`src/opreq_defs.svh`:
```
/*
 * Operand requester constants
 * Sizes of the lane's register file, operand queues and write ports
 */

`ifndef OPREQ_DEFS_SVH
`define OPREQ_DEFS_SVH

// Register file organization
`define OPREQ_NR_BANKS 4
`define OPREQ_REG_WORDS 16

// Requesters and write-back ports (ALU, load)
`define OPREQ_NR_QUEUES 2
`define OPREQ_NR_WRITERS 2

// Field widths
`define OPREQ_ELEN 64
`define OPREQ_VADDR_W 8
`define OPREQ_VL_W 9
`define OPREQ_VREG_W 5

`endif

```
`src/opreq_cmd_pkg.sv`:
```
/*
 * Command-side types
 * Sequencer commands and the decoded read jobs derived from them
 */

`include "opreq_defs.svh"

package opreq_cmd_pkg;

  // Element width, code is log2 of the width in bytes
  typedef enum logic [1:0] {
    EW8  = 2'd0,
    EW16 = 2'd1,
    EW32 = 2'd2,
    EW64 = 2'd3
  } vew_e;

  typedef logic [`OPREQ_VADDR_W-1:0] vaddr_t;
  typedef logic [`OPREQ_VL_W-1:0]    vlen_t;
  typedef logic [`OPREQ_VREG_W-1:0]  vreg_t;

  typedef struct packed {
    vreg_t vs;
    vew_e  eew;
    vlen_t vl;
    vlen_t vstart;
  } operand_cmd_t;

  // Word-granular view of one operand read
  typedef struct packed {
    vaddr_t addr;
    vlen_t  words;
  } operand_job_t;

endpackage

```
`src/opreq_vrf_pkg.sv`:
```
/*
 * Bank-side types
 * Requester states, per-bank VRF payload and write-back requests
 */

`include "opreq_defs.svh"

package opreq_vrf_pkg;

  localparam int unsigned BankW  = $clog2(`OPREQ_NR_BANKS);
  localparam int unsigned RowW   = `OPREQ_VADDR_W - BankW;
  localparam int unsigned QueueW = (`OPREQ_NR_QUEUES > 1) ? $clog2(`OPREQ_NR_QUEUES) : 1;

  typedef enum logic {
    IDLE,
    REQUESTING
  } req_state_e;

  typedef logic [BankW-1:0]           bank_idx_t;
  typedef logic [RowW-1:0]            row_t;
  typedef logic [QueueW-1:0]          queue_idx_t;
  typedef logic [`OPREQ_ELEN-1:0]     elen_t;
  typedef logic [`OPREQ_ELEN/8-1:0]   strb_t;

  // What one bank sees in a cycle
  typedef struct packed {
    row_t       row;
    logic       wen;
    elen_t      wdata;
    strb_t      be;
    queue_idx_t tgt;
  } vrf_payload_t;

  // Result from a write-back unit, addr is a full word address
  typedef struct packed {
    logic [`OPREQ_VADDR_W-1:0] addr;
    elen_t                     wdata;
    strb_t                     be;
  } result_req_t;

endpackage

```
`src/opreq_bank_arbiter.sv`:
```
/*
 * VRF bank arbiter
 * Write-back requests always win over operand reads; round robin
 * inside each class, one access per cycle
 */

`timescale 1ns/1ps

`include "opreq_defs.svh"

module opreq_bank_arbiter (
  input  logic                                                clk_i,
  input  logic                                                rst_ni,
  input  logic [`OPREQ_NR_QUEUES-1:0]                         rd_req_i,
  input  opreq_vrf_pkg::row_t [`OPREQ_NR_QUEUES-1:0]          rd_row_i,
  input  logic [`OPREQ_NR_WRITERS-1:0]                        wb_req_i,
  input  opreq_vrf_pkg::result_req_t [`OPREQ_NR_WRITERS-1:0]  wb_i,
  output logic [`OPREQ_NR_QUEUES-1:0]                         rd_gnt_o,
  output logic [`OPREQ_NR_WRITERS-1:0]                        wb_gnt_o,
  output logic                                                vrf_req_o,
  output opreq_vrf_pkg::vrf_payload_t                         vrf_o
);

  localparam int unsigned NrQueues  = `OPREQ_NR_QUEUES;
  localparam int unsigned NrWriters = `OPREQ_NR_WRITERS;
  localparam int unsigned MaxN      = (NrQueues > NrWriters) ? NrQueues : NrWriters;
  localparam int unsigned PtrW      = (MaxN > 1) ? $clog2(MaxN) : 1;

  logic [PtrW-1:0] rd_ptr_q;
  logic [PtrW-1:0] wr_ptr_q;
  logic [PtrW:0]   rd_pick;
  logic [PtrW:0]   wr_pick;
  logic [PtrW-1:0] rd_idx;
  logic [PtrW-1:0] wr_idx;

  // First requester at or after ptr, MSB flags a hit
  function automatic logic [PtrW:0] rr_pick(input logic [MaxN-1:0] req,
                                            input logic [PtrW-1:0] ptr,
                                            input int unsigned     n);
    logic [PtrW:0] pick;
    int unsigned   idx;
    pick = '0;
    for (int unsigned i = 0; i < MaxN; i++) begin
      idx = (ptr + i) % n;
      if (i < n && !pick[PtrW] && req[idx]) begin
        pick = {1'b1, PtrW'(idx)};
      end
    end
    return pick;
  endfunction

  assign wr_pick = rr_pick(MaxN'(wb_req_i), wr_ptr_q, NrWriters);
  assign rd_pick = rr_pick(MaxN'(rd_req_i), rd_ptr_q, NrQueues);
  assign wr_idx  = wr_pick[PtrW-1:0];
  assign rd_idx  = rd_pick[PtrW-1:0];

  //////////////////////////////
  // Grant and payload mux
  //////////////////////////////

  always_comb begin
    rd_gnt_o  = '0;
    wb_gnt_o  = '0;
    vrf_o     = '0;
    vrf_req_o = wr_pick[PtrW] || rd_pick[PtrW];
    if (wr_pick[PtrW]) begin
      wb_gnt_o[wr_idx] = 1'b1;
      vrf_o.row        = wb_i[wr_idx].addr[`OPREQ_VADDR_W-1:opreq_vrf_pkg::BankW];
      vrf_o.wen        = 1'b1;
      vrf_o.wdata      = wb_i[wr_idx].wdata;
      vrf_o.be         = wb_i[wr_idx].be;
    end else if (rd_pick[PtrW]) begin
      rd_gnt_o[rd_idx] = 1'b1;
      vrf_o.row        = rd_row_i[rd_idx];
      vrf_o.tgt        = opreq_vrf_pkg::queue_idx_t'(rd_idx);
    end
  end

  // The VRF takes every request, so a pick is final
  always_ff @(posedge clk_i or negedge rst_ni) begin
    if (!rst_ni) begin
      rd_ptr_q <= '0;
      wr_ptr_q <= '0;
    end else if (wr_pick[PtrW]) begin
      wr_ptr_q <= PtrW'((wr_idx + 1) % NrWriters);
    end else if (rd_pick[PtrW]) begin
      rd_ptr_q <= PtrW'((rd_idx + 1) % NrQueues);
    end
  end

  a_single_grant : assert property (
    @(posedge clk_i) disable iff (!rst_ni) $onehot0({rd_gnt_o, wb_gnt_o})
  );

endmodule

```
`src/opreq_cmd_decode.sv`:
```
/*
 * Command decoder
 * Four-phase slave toward the lane sequencer; turns one command into
 * a start word address and a word count held in a single-entry slot
 */

`timescale 1ns/1ps

`include "opreq_defs.svh"

module opreq_cmd_decode (
  input  logic                        clk_i,
  input  logic                        rst_ni,
  input  logic                        cmd_req_i,
  input  opreq_cmd_pkg::operand_cmd_t cmd_i,
  output logic                        cmd_ack_o,
  output logic                        job_valid_o,
  output opreq_cmd_pkg::operand_job_t job_o,
  input  logic                        job_ready_i
);

  logic                        ack_q;
  logic                        slot_q;
  opreq_cmd_pkg::operand_job_t job_q;
  opreq_cmd_pkg::operand_job_t job_d;
  logic                        capture;
  logic [1:0]                  shamt;
  logic [`OPREQ_VL_W:0]        round_up;
  logic [`OPREQ_VL_W:0]        words_full;
  opreq_cmd_pkg::vaddr_t       reg_base;
  opreq_cmd_pkg::vaddr_t       offset;

  // Take a new command only when the last handshake is closed and the slot is free
  assign capture = cmd_req_i && !ack_q && !slot_q;

  // log2 of the elements per 64-bit word
  assign shamt = 2'd3 - cmd_i.eew;

  always_comb begin
    round_up    = ({{`OPREQ_VL_W{1'b0}}, 1'b1} << shamt) - 1'b1;
    words_full  = ({1'b0, cmd_i.vl} + round_up) >> shamt;
    reg_base    = opreq_cmd_pkg::vaddr_t'(cmd_i.vs * `OPREQ_REG_WORDS);
    offset      = opreq_cmd_pkg::vaddr_t'(cmd_i.vstart >> shamt);
    job_d.addr  = reg_base + offset;
    job_d.words = words_full[`OPREQ_VL_W-1:0];
  end

  always_ff @(posedge clk_i or negedge rst_ni) begin
    if (!rst_ni) begin
      ack_q  <= 1'b0;
      slot_q <= 1'b0;
    end else begin
      if (capture) begin
        ack_q <= 1'b1;
      end else if (!cmd_req_i) begin
        ack_q <= 1'b0;
      end
      // vl zero is acknowledged but never reaches the requester
      if (capture && cmd_i.vl != '0) begin
        slot_q <= 1'b1;
      end else if (job_ready_i) begin
        slot_q <= 1'b0;
      end
    end
  end

  always_ff @(posedge clk_i) begin
    if (capture) begin
      job_q <= job_d;
    end
  end

  assign cmd_ack_o   = ack_q;
  assign job_valid_o = slot_q;
  assign job_o       = job_q;

  // Ack only rises while the request is still held
  a_ack_follows_req : assert property (
    @(posedge clk_i) disable iff (!rst_ni) $rose(cmd_ack_o) |-> cmd_req_i
  );

endmodule

```
`src/opreq_requester.sv`:
```
/*
 * Operand requester
 * Walks the words of one operand and requests the bank of each word
 * while its operand queue has room
 */

`timescale 1ns/1ps

`include "opreq_defs.svh"

module opreq_requester (
  input  logic                        clk_i,
  input  logic                        rst_ni,
  input  logic                        job_valid_i,
  input  opreq_cmd_pkg::operand_job_t job_i,
  output logic                        job_ready_o,
  input  logic                        queue_ready_i,
  output logic                        rd_req_o,
  output opreq_vrf_pkg::bank_idx_t    rd_bank_o,
  output opreq_vrf_pkg::row_t         rd_row_o,
  input  logic                        gnt_i,
  output logic                        issued_o
);

  opreq_vrf_pkg::req_state_e   state_q;
  opreq_vrf_pkg::req_state_e   state_d;
  opreq_cmd_pkg::operand_job_t cur_q;
  opreq_cmd_pkg::operand_job_t cur_d;
  logic                        fire;
  logic                        last;

  //////////////////////////////
  // Bank request
  //////////////////////////////

  // Address is held while the queue is full or the bank is busy
  assign rd_req_o  = (state_q == opreq_vrf_pkg::REQUESTING) && queue_ready_i;
  assign rd_bank_o = cur_q.addr[opreq_vrf_pkg::BankW-1:0];
  assign rd_row_o  = cur_q.addr[`OPREQ_VADDR_W-1:opreq_vrf_pkg::BankW];

  assign fire     = rd_req_o && gnt_i;
  assign last     = fire && (cur_q.words == opreq_cmd_pkg::vlen_t'(1));
  assign issued_o = fire;

  // Next job can be taken in the cycle the final word is granted
  assign job_ready_o = (state_q == opreq_vrf_pkg::IDLE) || last;

  //////////////////////////////
  // FSM
  //////////////////////////////

  always_comb begin
    state_d = state_q;
    cur_d   = cur_q;
    if (fire) begin
      cur_d.addr  = cur_q.addr + 1'b1;
      cur_d.words = cur_q.words - 1'b1;
    end
    if (job_valid_i && job_ready_o) begin
      state_d = opreq_vrf_pkg::REQUESTING;
      cur_d   = job_i;
    end else if (last) begin
      state_d = opreq_vrf_pkg::IDLE;
    end
  end

  always_ff @(posedge clk_i or negedge rst_ni) begin
    if (!rst_ni) begin
      state_q <= opreq_vrf_pkg::IDLE;
      cur_q   <= '0;
    end else begin
      state_q <= state_d;
      cur_q   <= cur_d;
    end
  end

  // Every read belongs to an active job with words left
  a_no_read_when_idle : assert property (
    @(posedge clk_i) disable iff (!rst_ni)
    rd_req_o |-> (state_q == opreq_vrf_pkg::REQUESTING && cur_q.words != '0)
  );

endmodule

```
`src/opreq_top.sv`:
```
/*
 * Operand requester lane top
 * One decoder and requester per operand queue, one arbiter per VRF bank,
 * with bank steering of requests and gathering of grants
 */

`timescale 1ns/1ps

`include "opreq_defs.svh"

module opreq_top (
  input  logic                                                clk_i,
  input  logic                                                rst_ni,
  input  logic [`OPREQ_NR_QUEUES-1:0]                         cmd_req_i,
  input  opreq_cmd_pkg::operand_cmd_t [`OPREQ_NR_QUEUES-1:0]  cmd_i,
  output logic [`OPREQ_NR_QUEUES-1:0]                         cmd_ack_o,
  input  logic [`OPREQ_NR_QUEUES-1:0]                         operand_queue_ready_i,
  output logic [`OPREQ_NR_QUEUES-1:0]                         operand_issued_o,
  input  logic [`OPREQ_NR_WRITERS-1:0]                        wb_req_i,
  input  opreq_vrf_pkg::result_req_t [`OPREQ_NR_WRITERS-1:0]  wb_i,
  output logic [`OPREQ_NR_WRITERS-1:0]                        wb_gnt_o,
  output logic [`OPREQ_NR_BANKS-1:0]                          vrf_req_o,
  output opreq_vrf_pkg::vrf_payload_t [`OPREQ_NR_BANKS-1:0]   vrf_o
);

  localparam int unsigned NrBanks   = `OPREQ_NR_BANKS;
  localparam int unsigned NrQueues  = `OPREQ_NR_QUEUES;
  localparam int unsigned NrWriters = `OPREQ_NR_WRITERS;

  logic [NrQueues-1:0]                        job_valid;
  logic [NrQueues-1:0]                        job_ready;
  opreq_cmd_pkg::operand_job_t [NrQueues-1:0] job;
  logic [NrQueues-1:0]                        rd_req;
  logic [NrQueues-1:0]                        rd_gnt;
  opreq_vrf_pkg::bank_idx_t [NrQueues-1:0]    rd_bank;
  opreq_vrf_pkg::row_t [NrQueues-1:0]         rd_row;
  logic [NrBanks-1:0][NrQueues-1:0]           bank_rd_req;
  logic [NrBanks-1:0][NrQueues-1:0]           bank_rd_gnt;
  logic [NrBanks-1:0][NrWriters-1:0]          bank_wb_req;
  logic [NrBanks-1:0][NrWriters-1:0]          bank_wb_gnt;

  //////////////////////////////
  // Per operand queue
  //////////////////////////////

  for (genvar q = 0; q < NrQueues; q++) begin : gen_queue
    opreq_cmd_decode u_decode (
      .clk_i       (clk_i),
      .rst_ni      (rst_ni),
      .cmd_req_i   (cmd_req_i[q]),
      .cmd_i       (cmd_i[q]),
      .cmd_ack_o   (cmd_ack_o[q]),
      .job_valid_o (job_valid[q]),
      .job_o       (job[q]),
      .job_ready_i (job_ready[q])
    );

    opreq_requester u_requester (
      .clk_i         (clk_i),
      .rst_ni        (rst_ni),
      .job_valid_i   (job_valid[q]),
      .job_i         (job[q]),
      .job_ready_o   (job_ready[q]),
      .queue_ready_i (operand_queue_ready_i[q]),
      .rd_req_o      (rd_req[q]),
      .rd_bank_o     (rd_bank[q]),
      .rd_row_o      (rd_row[q]),
      .gnt_i         (rd_gnt[q]),
      .issued_o      (operand_issued_o[q])
    );
  end

  // Steer each request to the bank of its word address
  always_comb begin
    for (int b = 0; b < NrBanks; b++) begin
      for (int q = 0; q < NrQueues; q++) begin
        bank_rd_req[b][q] = rd_req[q] && (rd_bank[q] == opreq_vrf_pkg::bank_idx_t'(b));
      end
      for (int w = 0; w < NrWriters; w++) begin
        bank_wb_req[b][w] = wb_req_i[w] &&
                            (wb_i[w].addr[opreq_vrf_pkg::BankW-1:0] ==
                             opreq_vrf_pkg::bank_idx_t'(b));
      end
    end
  end

  // At most one bank grants a given requester
  always_comb begin
    rd_gnt   = '0;
    wb_gnt_o = '0;
    for (int b = 0; b < NrBanks; b++) begin
      rd_gnt   = rd_gnt | bank_rd_gnt[b];
      wb_gnt_o = wb_gnt_o | bank_wb_gnt[b];
    end
  end

  //////////////////////////////
  // Per VRF bank
  //////////////////////////////

  for (genvar b = 0; b < NrBanks; b++) begin : gen_bank
    opreq_bank_arbiter u_arbiter (
      .clk_i     (clk_i),
      .rst_ni    (rst_ni),
      .rd_req_i  (bank_rd_req[b]),
      .rd_row_i  (rd_row),
      .wb_req_i  (bank_wb_req[b]),
      .wb_i      (wb_i),
      .rd_gnt_o  (bank_rd_gnt[b]),
      .wb_gnt_o  (bank_wb_gnt[b]),
      .vrf_req_o (vrf_req_o[b]),
      .vrf_o     (vrf_o[b])
    );
  end

endmodule

```
`config.mk`:
```
export PLATFORM = sky130hd
export DESIGN_NAME = opreq_top
export DESIGN_NICKNAME = d
export VERILOG_FILES = /design/src/opreq_cmd_pkg.sv /design/src/opreq_vrf_pkg.sv /design/src/opreq_bank_arbiter.sv /design/src/opreq_cmd_decode.sv /design/src/opreq_requester.sv /design/src/opreq_top.sv
export VERILOG_INCLUDE_DIRS = /design/src /design/src/src
export SDC_FILE = /design/constraint.sdc
export NUM_CORES = 1
export LEC_CHECK = 0
export BUFFER_PORTS_ARGS = -buffer_cell sky130_fd_sc_hd__buf_2
export CORE_AREA = 4 4 208 210
export DETAILED_ROUTE_END_ITERATION = 10
export DIE_AREA = 0 0 212 214
export GPL_ROUTABILITY_DRIVEN = 1
export PLACE_DENSITY = 0.52
export SLEW_MARGIN = 20
export SYNTH_ARGS = -nofsm -noshare
export SYNTH_HDL_FRONTEND = slang
export SYNTH_HIERARCHICAL = 1
export SYNTH_SLANG_ARGS = --single-unit
```
`constraint.sdc`:
```
create_clock -name clk_i -period 3.8 [get_ports clk_i]
set_input_delay 0.19 -clock clk_i [delete_from_list [all_inputs] [get_ports clk_i]]
set_output_delay 0.19 -clock clk_i [all_outputs]
set_load 0.02 [all_outputs]
```
## After elaboration in Yosys (flattened, before gate mapping)

Index checks and enable logic that the tools add are counted.

- Word-level logic and storage cells: 324
- Output and inout bits: 330
- Bits in registers: 82
- Input port bits: 218

- Reduce and logical (&&, ||, !) cells: 80
- Shift-type cells: 6
- Muxes and demuxes: 128
- Order comparisons: 32
- Bitwise logic cells: 12
- Equality and inequality tests: 16
- Add/subtract/negate cells: 28

Operator list:

| cell | count |
|---|---|
| 2-to-1 mux 80 bit | 8 |
| 2-to-1 mux 73 bit | 4 |
| 2-to-1 mux 6 bit | 16 |
| 2-to-1 mux 17 bit | 4 |
| 2-to-1 mux 1 bit | 60 |
| 2-to-1 mux 2 bit | 28 |
| < comparator 1 x 2 -> 1 bit (second input constant) | 24 |
| logical AND 1 bit | 46 |
| adder 9 x 10 -> 10 bit | 2 |
| << shifter 1 x 2 -> 10 bit (first input constant) | 2 |
| right shift 10 x 2 -> 9 bit | 2 |
| subtractor 10 x 1 -> 10 bit (second input constant) | 2 |
| equality test 9 x 1 -> 1 bit (second input constant) | 2 |
| nonzero test 9 bit | 2 |
| right shift 9 x 2 -> 8 bit | 2 |
| subtractor 9 x 1 -> 9 bit (second input constant) | 2 |
| adder 1 bit (second input constant) | 16 |
| adder 8 x 1 -> 8 bit (second input constant) | 2 |
| adder 8 bit | 2 |
| equality test 2 bit (second input constant) | 8 |
| logical NOT 1 bit | 12 |
| bitwise OR 2 bit | 6 |
| nonzero test 2 bit | 6 |
| demux 1 bit (select 1 bit) | 8 |
| 8 further kinds | 36 |

## Longest topological paths before layout

Gate-level depths: netlist of run 1.

- Depth in word-level cells: 22
- Mapped depth: 14
- Gate-level depth less buffers: 12

## Modules after synthesis

Netlist of run 1, hierarchy kept.

By module, submodules not included:

| module | cells each | area an instance (um^2) | times used |
|---|---|---|---|
| opreq_bank_arbiter at gen_bank[1].u_arbiter ... | 280 | 1456.4 | 2 |
| opreq_requester | 98 | 1137.3 | 2 |
| opreq_cmd_decode at gen_queue[0].u_decode | 179 | 1826.8 | 1 |
| opreq_cmd_decode at gen_queue[1].u_decode | 180 | 1826.8 | 1 |
| opreq_bank_arbiter at gen_bank[0].u_arbiter | 281 | 1729.2 | 1 |
| opreq_bank_arbiter at gen_bank[3].u_arbiter | 279 | 1321.3 | 1 |
| opreq_top | 20 | 155.1 | 1 |

## Least setup slack after synthesis of run 1

No wires, ideal clock.

- Kind: in2reg
- Start: input port cmd_i[44] in the netlist's numbering
- End: register gen_queue[1].u_decode.job_q, in the netlist gen_queue[1].u_decode/job_o[4], data pin
- Path slack: 0.454 ns
- Library setup time: 0.272 ns
- Cell stages on the path: 14
- Arrival time: 3.074 ns
- Cell sequence: clkbuf_1 > buf_2 > nor2b_1 > inv_1 > ha_1 > inv_1 > ha_1 > inv_1 > fa_1 > nand2b_2 > a211oi_4 > nor2_2 > xor2_1 > mux4_2

RTL lines:

| element | RTL line | RTL |
|---|---|---|
| start, declared | opreq_top.sv:15 | `` input opreq_cmd_pkg::operand_cmd_t [`OPREQ_NR_QUEUES-1:0] cmd_i, `` |
| end signal, assigned | opreq_cmd_decode.sv:69 | `job_q <= job_d;` |
| end, declared | opreq_cmd_decode.sv:24 | `opreq_cmd_pkg::operand_job_t job_q;` |

==> results.py, run 1 <==
metrics = {
    "outcome": {
        "status": "completed",
    },
    "final_layout": {
        "final_common_cell": "buf_2",
        "nFillCells": 4549,
        "final_util_pct": 36.6,
        "synthToLayoutAreaGrowth_pct": 26.2,
        "mostFrequentLayoutCells": "buf_2 (545), nand2_1 (390), nand3_1 (220)",
        "fin_nets": 2379,
        "drive_gt1_share_pct": 36.5,
    },
    "sta": {
        "setup_tns_ps": 0,
        "period_needed_ps": 3560,
        "hold_viol_final": 0,
        "tightest_slew_ps": 1070,
        "setup_viol": 0,
        "drv_slew": 0,
        "max_freq_ghz": 0.281,
        "rsz0062_at_grt": "false",
        "finalCritPeriodShare_pct": 93.7,
        "finClkSkew_ps": 6.29,
        "slew_headroom_pct": 28.4,
    },
    "setup_path": {
        "worstReg2RegStart": "gen_queue[0].u_requester/state_q",
        "ff2ff_path_depth": 10,
        "worstSetupStartpointType": "flop",
        "critPathMaxStageDelay_ps": 580,
        "crit_start": "gen_queue[0].u_requester/state_q",
        "crit_cells": 8,
        "critical_path_peak_fanout": 8,
        "path_cells": "and2_1 -> nor3b_1 -> nand2b_1 -> and3_1 -> or4_1 -> nand3_1 -> clkinv_1 -> buf_2",
        "crit_family": "simple AND/OR/NAND/NOR gates",
        "cp.required_ps": 3610,
        "crit_arrival_ps": 3370,
        "cpMaxStageDelayCell": "or4_1",
        "endpoint": "operand_issued_o[1]",
        "cp_num_buf_inv": 2,
        "cp-end-kind": "primary output",
        "reg2reg_slack_ps": 380,
        "r2r-end": "gen_queue[1].u_requester/rd_row_o[4]",
        "crit_type": "flop to primary output",
    },
    "route": {
        "num_vias": 14846,
        "drtIter0Drc": 1549,
        "wire_per_inst_um": 22.2,
        "wl_um": 59600,
        "routed_via_density": 5.53,
        "first_pass_iters": 7,
        "postRouteAntennaNets": 0,
        "post-route-drc-count": 0,
    },
    "floorplan": {
        "die_h_um": 214,
        "start_util_pct": 29.0,
        "die_w_um": 212,
        "coreArea_um2": 41600,
        "rows": 75,
        "die_area_um2": 45400,
        "pin_count": 548,
    },
    "place": {
        "routabilityCongestion": 0.965,
        "dp_hpwl_um": 44800,
        "port_buffers": 545,
    },
    "synth": {
        "ys_seq_area_share_pct": 18.4,
        "synth-seq-cells": 82,
        "postSynth.asyncResetShare_pct": 58.5,
        "syn_area_um2": 12000,
        "ys.flop_type": "dfrtp_1",
        "synth_edf_count": 34,
        "syn_inst": 1695,
        "synth_area_per_cell_um2": 7.11,
        "ys_warn_count": 6,
        "syn_nets": 1957,
        "synth_cell_types": 75,
    },
    "global_routing": {
        "grt_usage_pct": 24.3,
        "grt_pass1_vias": 13980,
        "grt_max_degree": 86,
        "grt_pass1_wl_um": 87500,
        "gr-total-overflow": 0,
        "antenna_found_initial": 23,
    },
    "clock_tree": {
        "clock-root-buffer": "clkbuf_16",
        "clk_path_buf_depth": 2,
        "clock-sinks": 82,
        "cts_buffers": 9,
        "path_clk_slew_ps": 60,
        "cts_resized": 0,
        "clock_latency_ps": 340,
        "cts_tree": "built",
        "h-tree-depth": 3,
        "cts_setup_buffers": 0,
    },
    "power_and_ir_drop": {
        "p_seq_share_pct": 28.4,
        "power_density_nw_per_um2": 370,
        "combinationalPowerShare_pct": 54.1,
        "p_leak_nw": 7.18,
        "power.switching_mw": 2.54,
        "clkPwrFrac_pct": 17.6,
        "ir_worst_vdd_mv": 0.254,
        "p_int_mw": 3.09,
        "p_sw_share_pct": 45.2,
    },
    "hold_path": {
        "hold_class": "primary input to flop",
    },
    "run": {
        "cap_viol_max_count": 0,
    },
}
==> cell families after synthesis <==
logic type | Yosys count | share of synthesized area (%)
adder cells (fa/ha/maj) | 44 | 4.82
buffers and inverters | 249 | 11.1
XOR/XNOR | 50 | 3.64
AND/OR/NAND/NOR | 776 | 30.1
flip-flops | 82 | 18.4
AO/OA/AOI/OAI | 435 | 24.7
multiplexers | 59 | 7.17
==> synth_stat cells, drive strengths merged (10+ instances only) <==
cell type,instances,area [um^2]
nand2,392,1490
o21ai,312,1820
nand3,220,1100
buf,136,910
inv,73,274
dfrtp,48,1200
ha,40,500
clkbuf,38,143
mux2,38,503
edfxtp,34,1020
xnor2,28,245
nand2b,23,149
nor2,22,97.6
nor3,22,110
xor2,22,193
a221o,18,180
a32o,18,180
a21oi,17,92.6
and3,12,75.1
mux4,12,270
nand4,12,75.1
a211oi,11,138
a21o,10,75.1
and3b,10,87.6
==> worst min path at each step <==
stage                       from                                 to  slack (ps)  cells after the start
floorplan                 rst_ni     gen_bank[0].u_arbiter/rd_ptr_q        -110                      0
detailed placement        rst_ni  gen_queue[0].u_decode/job_valid_o         220                      1
finish              cmd_req_i[0]    gen_queue[0].u_decode/cmd_ack_o          70                      2
global route        cmd_req_i[0]    gen_queue[0].u_decode/cmd_ack_o          80                      2
CTS                 cmd_req_i[0]    gen_queue[0].u_decode/cmd_ack_o          70                      2
global placement          rst_ni  gen_queue[0].u_requester/cur_q[7]         210                      1
==> stage by stage <==
step	power, mW	hold slack (ps)	cells	area, um^2	setup WS [ps]
after global routing	5.98	76.4	2682	15200	13.7
after floorplan	3.68	-106	1695	12000	454
after CTS	5.64	67.1	2661	15100	214
after detailed placement	4.63	217	2644	14800	380
after global placement	4.58	213	2644	14800	512
final	5.63	73.3	2683	15200	239
==> metal layers <==
layer / part of all wire (%) / track usage (%) / vias to the layer above
li1: - / - / 6840
met1: 41 / 32.1 / 7056
met2: 46 / 38.7 / 803
met3: 8.0 / 4.20 / 143
met4: 4.4 / 10.9 / 4
met5: 0.057 / 0 / -
==> power by group through the flow <==
stage	logic [mW]	registers, mW	clock network, mW
2_1_floorplan	2.23	1.45	0
3_3_place_gp	2.99	1.59	0
3_5_place_dp	3.03	1.60	0
4_1_cts	3.04	1.59	1.01
5_1_grt	3.30	1.64	1.04
6_report	3.04	1.60	0.989
==> cell type report <==
class / count / area [um^2] / share of cell area, %
clock inverters: 7 / 118 / 0.774
diodes: 22 / 55.1 / 0.362
well taps: 539 / 674 / 4.44
multi-input cells: 1364 / 8550 / 56.2
clock buffers: 9 / 225 / 1.48
inverters: 75 / 282 / 1.85
flip-flops and latches: 82 / 2220 / 14.6
repair buffers: 585 / 3080 / 20.3
==> flip-flops by register name (all words and copies together), names as in the netlist <==
signal	cells
gen_queue.u_decode/cmd_ack_o	2
gen_queue.u_requester/cur_q	18
gen_queue.u_decode/job_o	34
gen_queue.u_decode/job_valid_o	2
gen_bank.u_arbiter/wr_ptr_q	4
gen_bank.u_arbiter/rd_ptr_q	4
gen_queue.u_requester/rd_row_o	12
gen_queue.u_requester/state_q	2
gen_queue.u_requester/rd_bank_o	4
==> what timing repair did <==
action / CTS / global route
hold endpoints to repair: 22 / 0
hold buffers: 1 / 0
setup endpoints to repair: 0 / 0
No activity file was read; power rests on OpenSTA's default activity.
==> run 2, diff against run 1 <==
Settings changed: CORE_AREA 4 4 208 210 to 2 2 214 216, DIE_AREA 0 0 212 214 to 0 0 216 218, HOLD_SLACK_MARGIN set to 0.03, PLACE_DENSITY 0.52 to 0.49.
==> run 2 against run 1 <==
First-iteration DRC count is 5.7% higher. Fmax increased by 3.0%. Sequential power hardly changed. Combinational power about the same. Critical endpoint unchanged. Highest routed layer unchanged.
==> results.py, run 2 (synthesis results as in run 1) <==
metrics = {
    "outcome": {
        "status": "completed",
    },
    "setup_path": {
        "crit_family": "simple AND/OR/NAND/NOR gates",
        "path_cells": "and2_1 -> nor3b_1 -> nand2b_1 -> and3_1 -> or4_1 -> nand3_1 -> clkinv_1 -> buf_2",
        "critPathMaxStageDelay_ps": 590,
        "crit_type": "flop to primary output",
        "critical_path_peak_fanout": 8,
        "ff2ff_path_depth": 10,
        "worstSetupStartpointType": "flop",
        "cp-end-kind": "primary output",
        "cp_num_buf_inv": 2,
        "cpMaxStageDelayCell": "or4_1",
        "crit_arrival_ps": 3270,
        "cp.required_ps": 3610,
        "crit_cells": 8,
    },
    "sta": {
        "finalCritPeriodShare_pct": 90.9,
        "setup_tns_ps": 0,
        "worst_slack_ps": 344,
        "rsz0062_at_grt": "false",
        "hold_viol_final": 0,
        "tightest_slew_ps": 1090,
        "setup_viol": 0,
        "holdWs_ps": 86.2,
        "drv_slew": 0,
        "slew_headroom_pct": 27.5,
        "max_freq_ghz": 0.289,
        "period_needed_ps": 3460,
        "finClkSkew_ps": 10.4,
    },
    "clock_tree": {
        "cts_tree": "built",
        "h-tree-depth": 3,
        "clock-root-buffer": "clkbuf_16",
        "cts_buffers": 9,
        "clock_latency_ps": 350,
        "cts_resized": 0,
        "path_clk_slew_ps": 60,
        "clock-sinks": 82,
        "clk_path_buf_depth": 2,
    },
    "final_layout": {
        "largest_reg_flops": 34,
        "synthToLayoutAreaGrowth_pct": 26.6,
        "mostFrequentLayoutCells": "buf_2 (545), nand2_1 (390), nand3_1 (220)",
        "final_area_um2": 15200,
        "fin_nets": 2381,
        "final_common_cell": "buf_2",
        "drive_gt1_share_pct": 36.6,
        "final_util_pct": 34.0,
    },
    "global_routing": {
        "grt_pass1_vias": 13431,
        "grt_usage_pct": 23.9,
        "grt_max_degree": 90,
        "grtUsageMet3_pct": 3.49,
        "grt_util_met2_pct": 40.3,
        "grt_pass1_wl_um": 87800,
        "grt.busiest_layer": "met2",
        "grt.met1_usage_pct": 31.8,
        "antenna_found_initial": 24,
        "gr-total-overflow": 0,
    },
    "power_and_ir_drop": {
        "power_density_nw_per_um2": 368,
        "ir_worst_vdd_mv": 0.256,
        "p_leak_nw": 7.18,
    },
    "route": {
        "num_vias": 14912,
        "postRouteAntennaNets": 0,
        "wire_per_inst_um": 22.0,
        "first_pass_iters": 8,
        "wl_um": 60200,
        "routed_via_density": 5.45,
        "post-route-drc-count": 0,
        "drtIter0Drc": 1638,
    },
    "place": {
        "postPlaceCellArea_um2": 14900,
        "dp_hpwl_um": 45200,
        "port_buffers": 545,
        "pre_cts_ws_ps": 509,
        "routabilityCongestion": 0.991,
    },
    "floorplan": {
        "die_area_um2": 47100,
        "die_h_um": 218,
        "start_util_pct": 26.8,
        "coreArea_um2": 44900,
        "die_w_um": 216,
        "rows": 78,
        "pin_count": 548,
    },
    "hold_path": {
        "hold_depth": 2,
        "hold_class": "primary input to flop",
    },
    "run": {
        "cap_viol_max_count": 0,
    },
}
==> run 2: repair_timing <==
item                      CTS  global route
hold buffers                1             0
buffers inserted            0             0
hold endpoints to repair   48             0
==> run 2: final cells by class <==
type	instances	area, um^2
antenna	11	27.5
clock buffer	9	225
clock inverter	7	100
fill	4995	29600
inverter	75	282
multi-input combinational	1364	8550
sequential	82	2220
tap	600	751
timing repair buffer	587	3100
==> run 2: worst paths after layout <==
| kind | from | to | slack, ps |
|---|---|---|---|
| min reg2reg | gen_queue[0].u_decode/job_o[1] | gen_queue[0].u_requester/cur_q[1] | 470 |
| max reg2reg | gen_queue[0].u_requester/state_q | gen_queue[1].u_requester/rd_row_o[1] | 490 |
| max in group asynchronous | rst_ni | gen_bank[1].u_arbiter/wr_ptr_q | 2830 |
| max | gen_queue[0].u_requester/state_q | operand_issued_o[1] | 340 |
| min in group asynchronous | rst_ni | gen_queue[0].u_decode/job_valid_o | 500 |
| min | cmd_req_i[0] | gen_queue[0].u_decode/cmd_ack_o | 90 |
==> run 2: through the flow <==
stage               total power [mW]  std cells
floorplan                       3.68       1695
global placement                4.60       2707
detailed placement              4.65       2707
CTS                             5.62       2724
global route                    5.96       2734
finish                          5.61       2735
==> run 2: metal layers <==
metal,vias to the layer above,wire [um]
met1,7168,25100
met2,811,28700
met4,2,1650
li1,6823,-
met5,-,13
met3,108,4710
==> run 2: worst reg2reg max path, stage by stage (launching register included) <==
cell      delay [ps]
dfrtp_1          420
and2_1           220
nor3b_1          440
nand2b_1          90
and3_1           310
or4_1            590
nand3_1          310
clkinv_1         290
nand4_1          190
xnor2_1           80
mux2_4           260
==> run 2: report_power, final <==
part | internal [mW] | total (mW) | switching, mW
Combinational | 1.22 | 3.07 | 1.85
Sequential | 1.23 | 1.60 | 0.367
Clock | 0.580 | 0.947 | 0.367
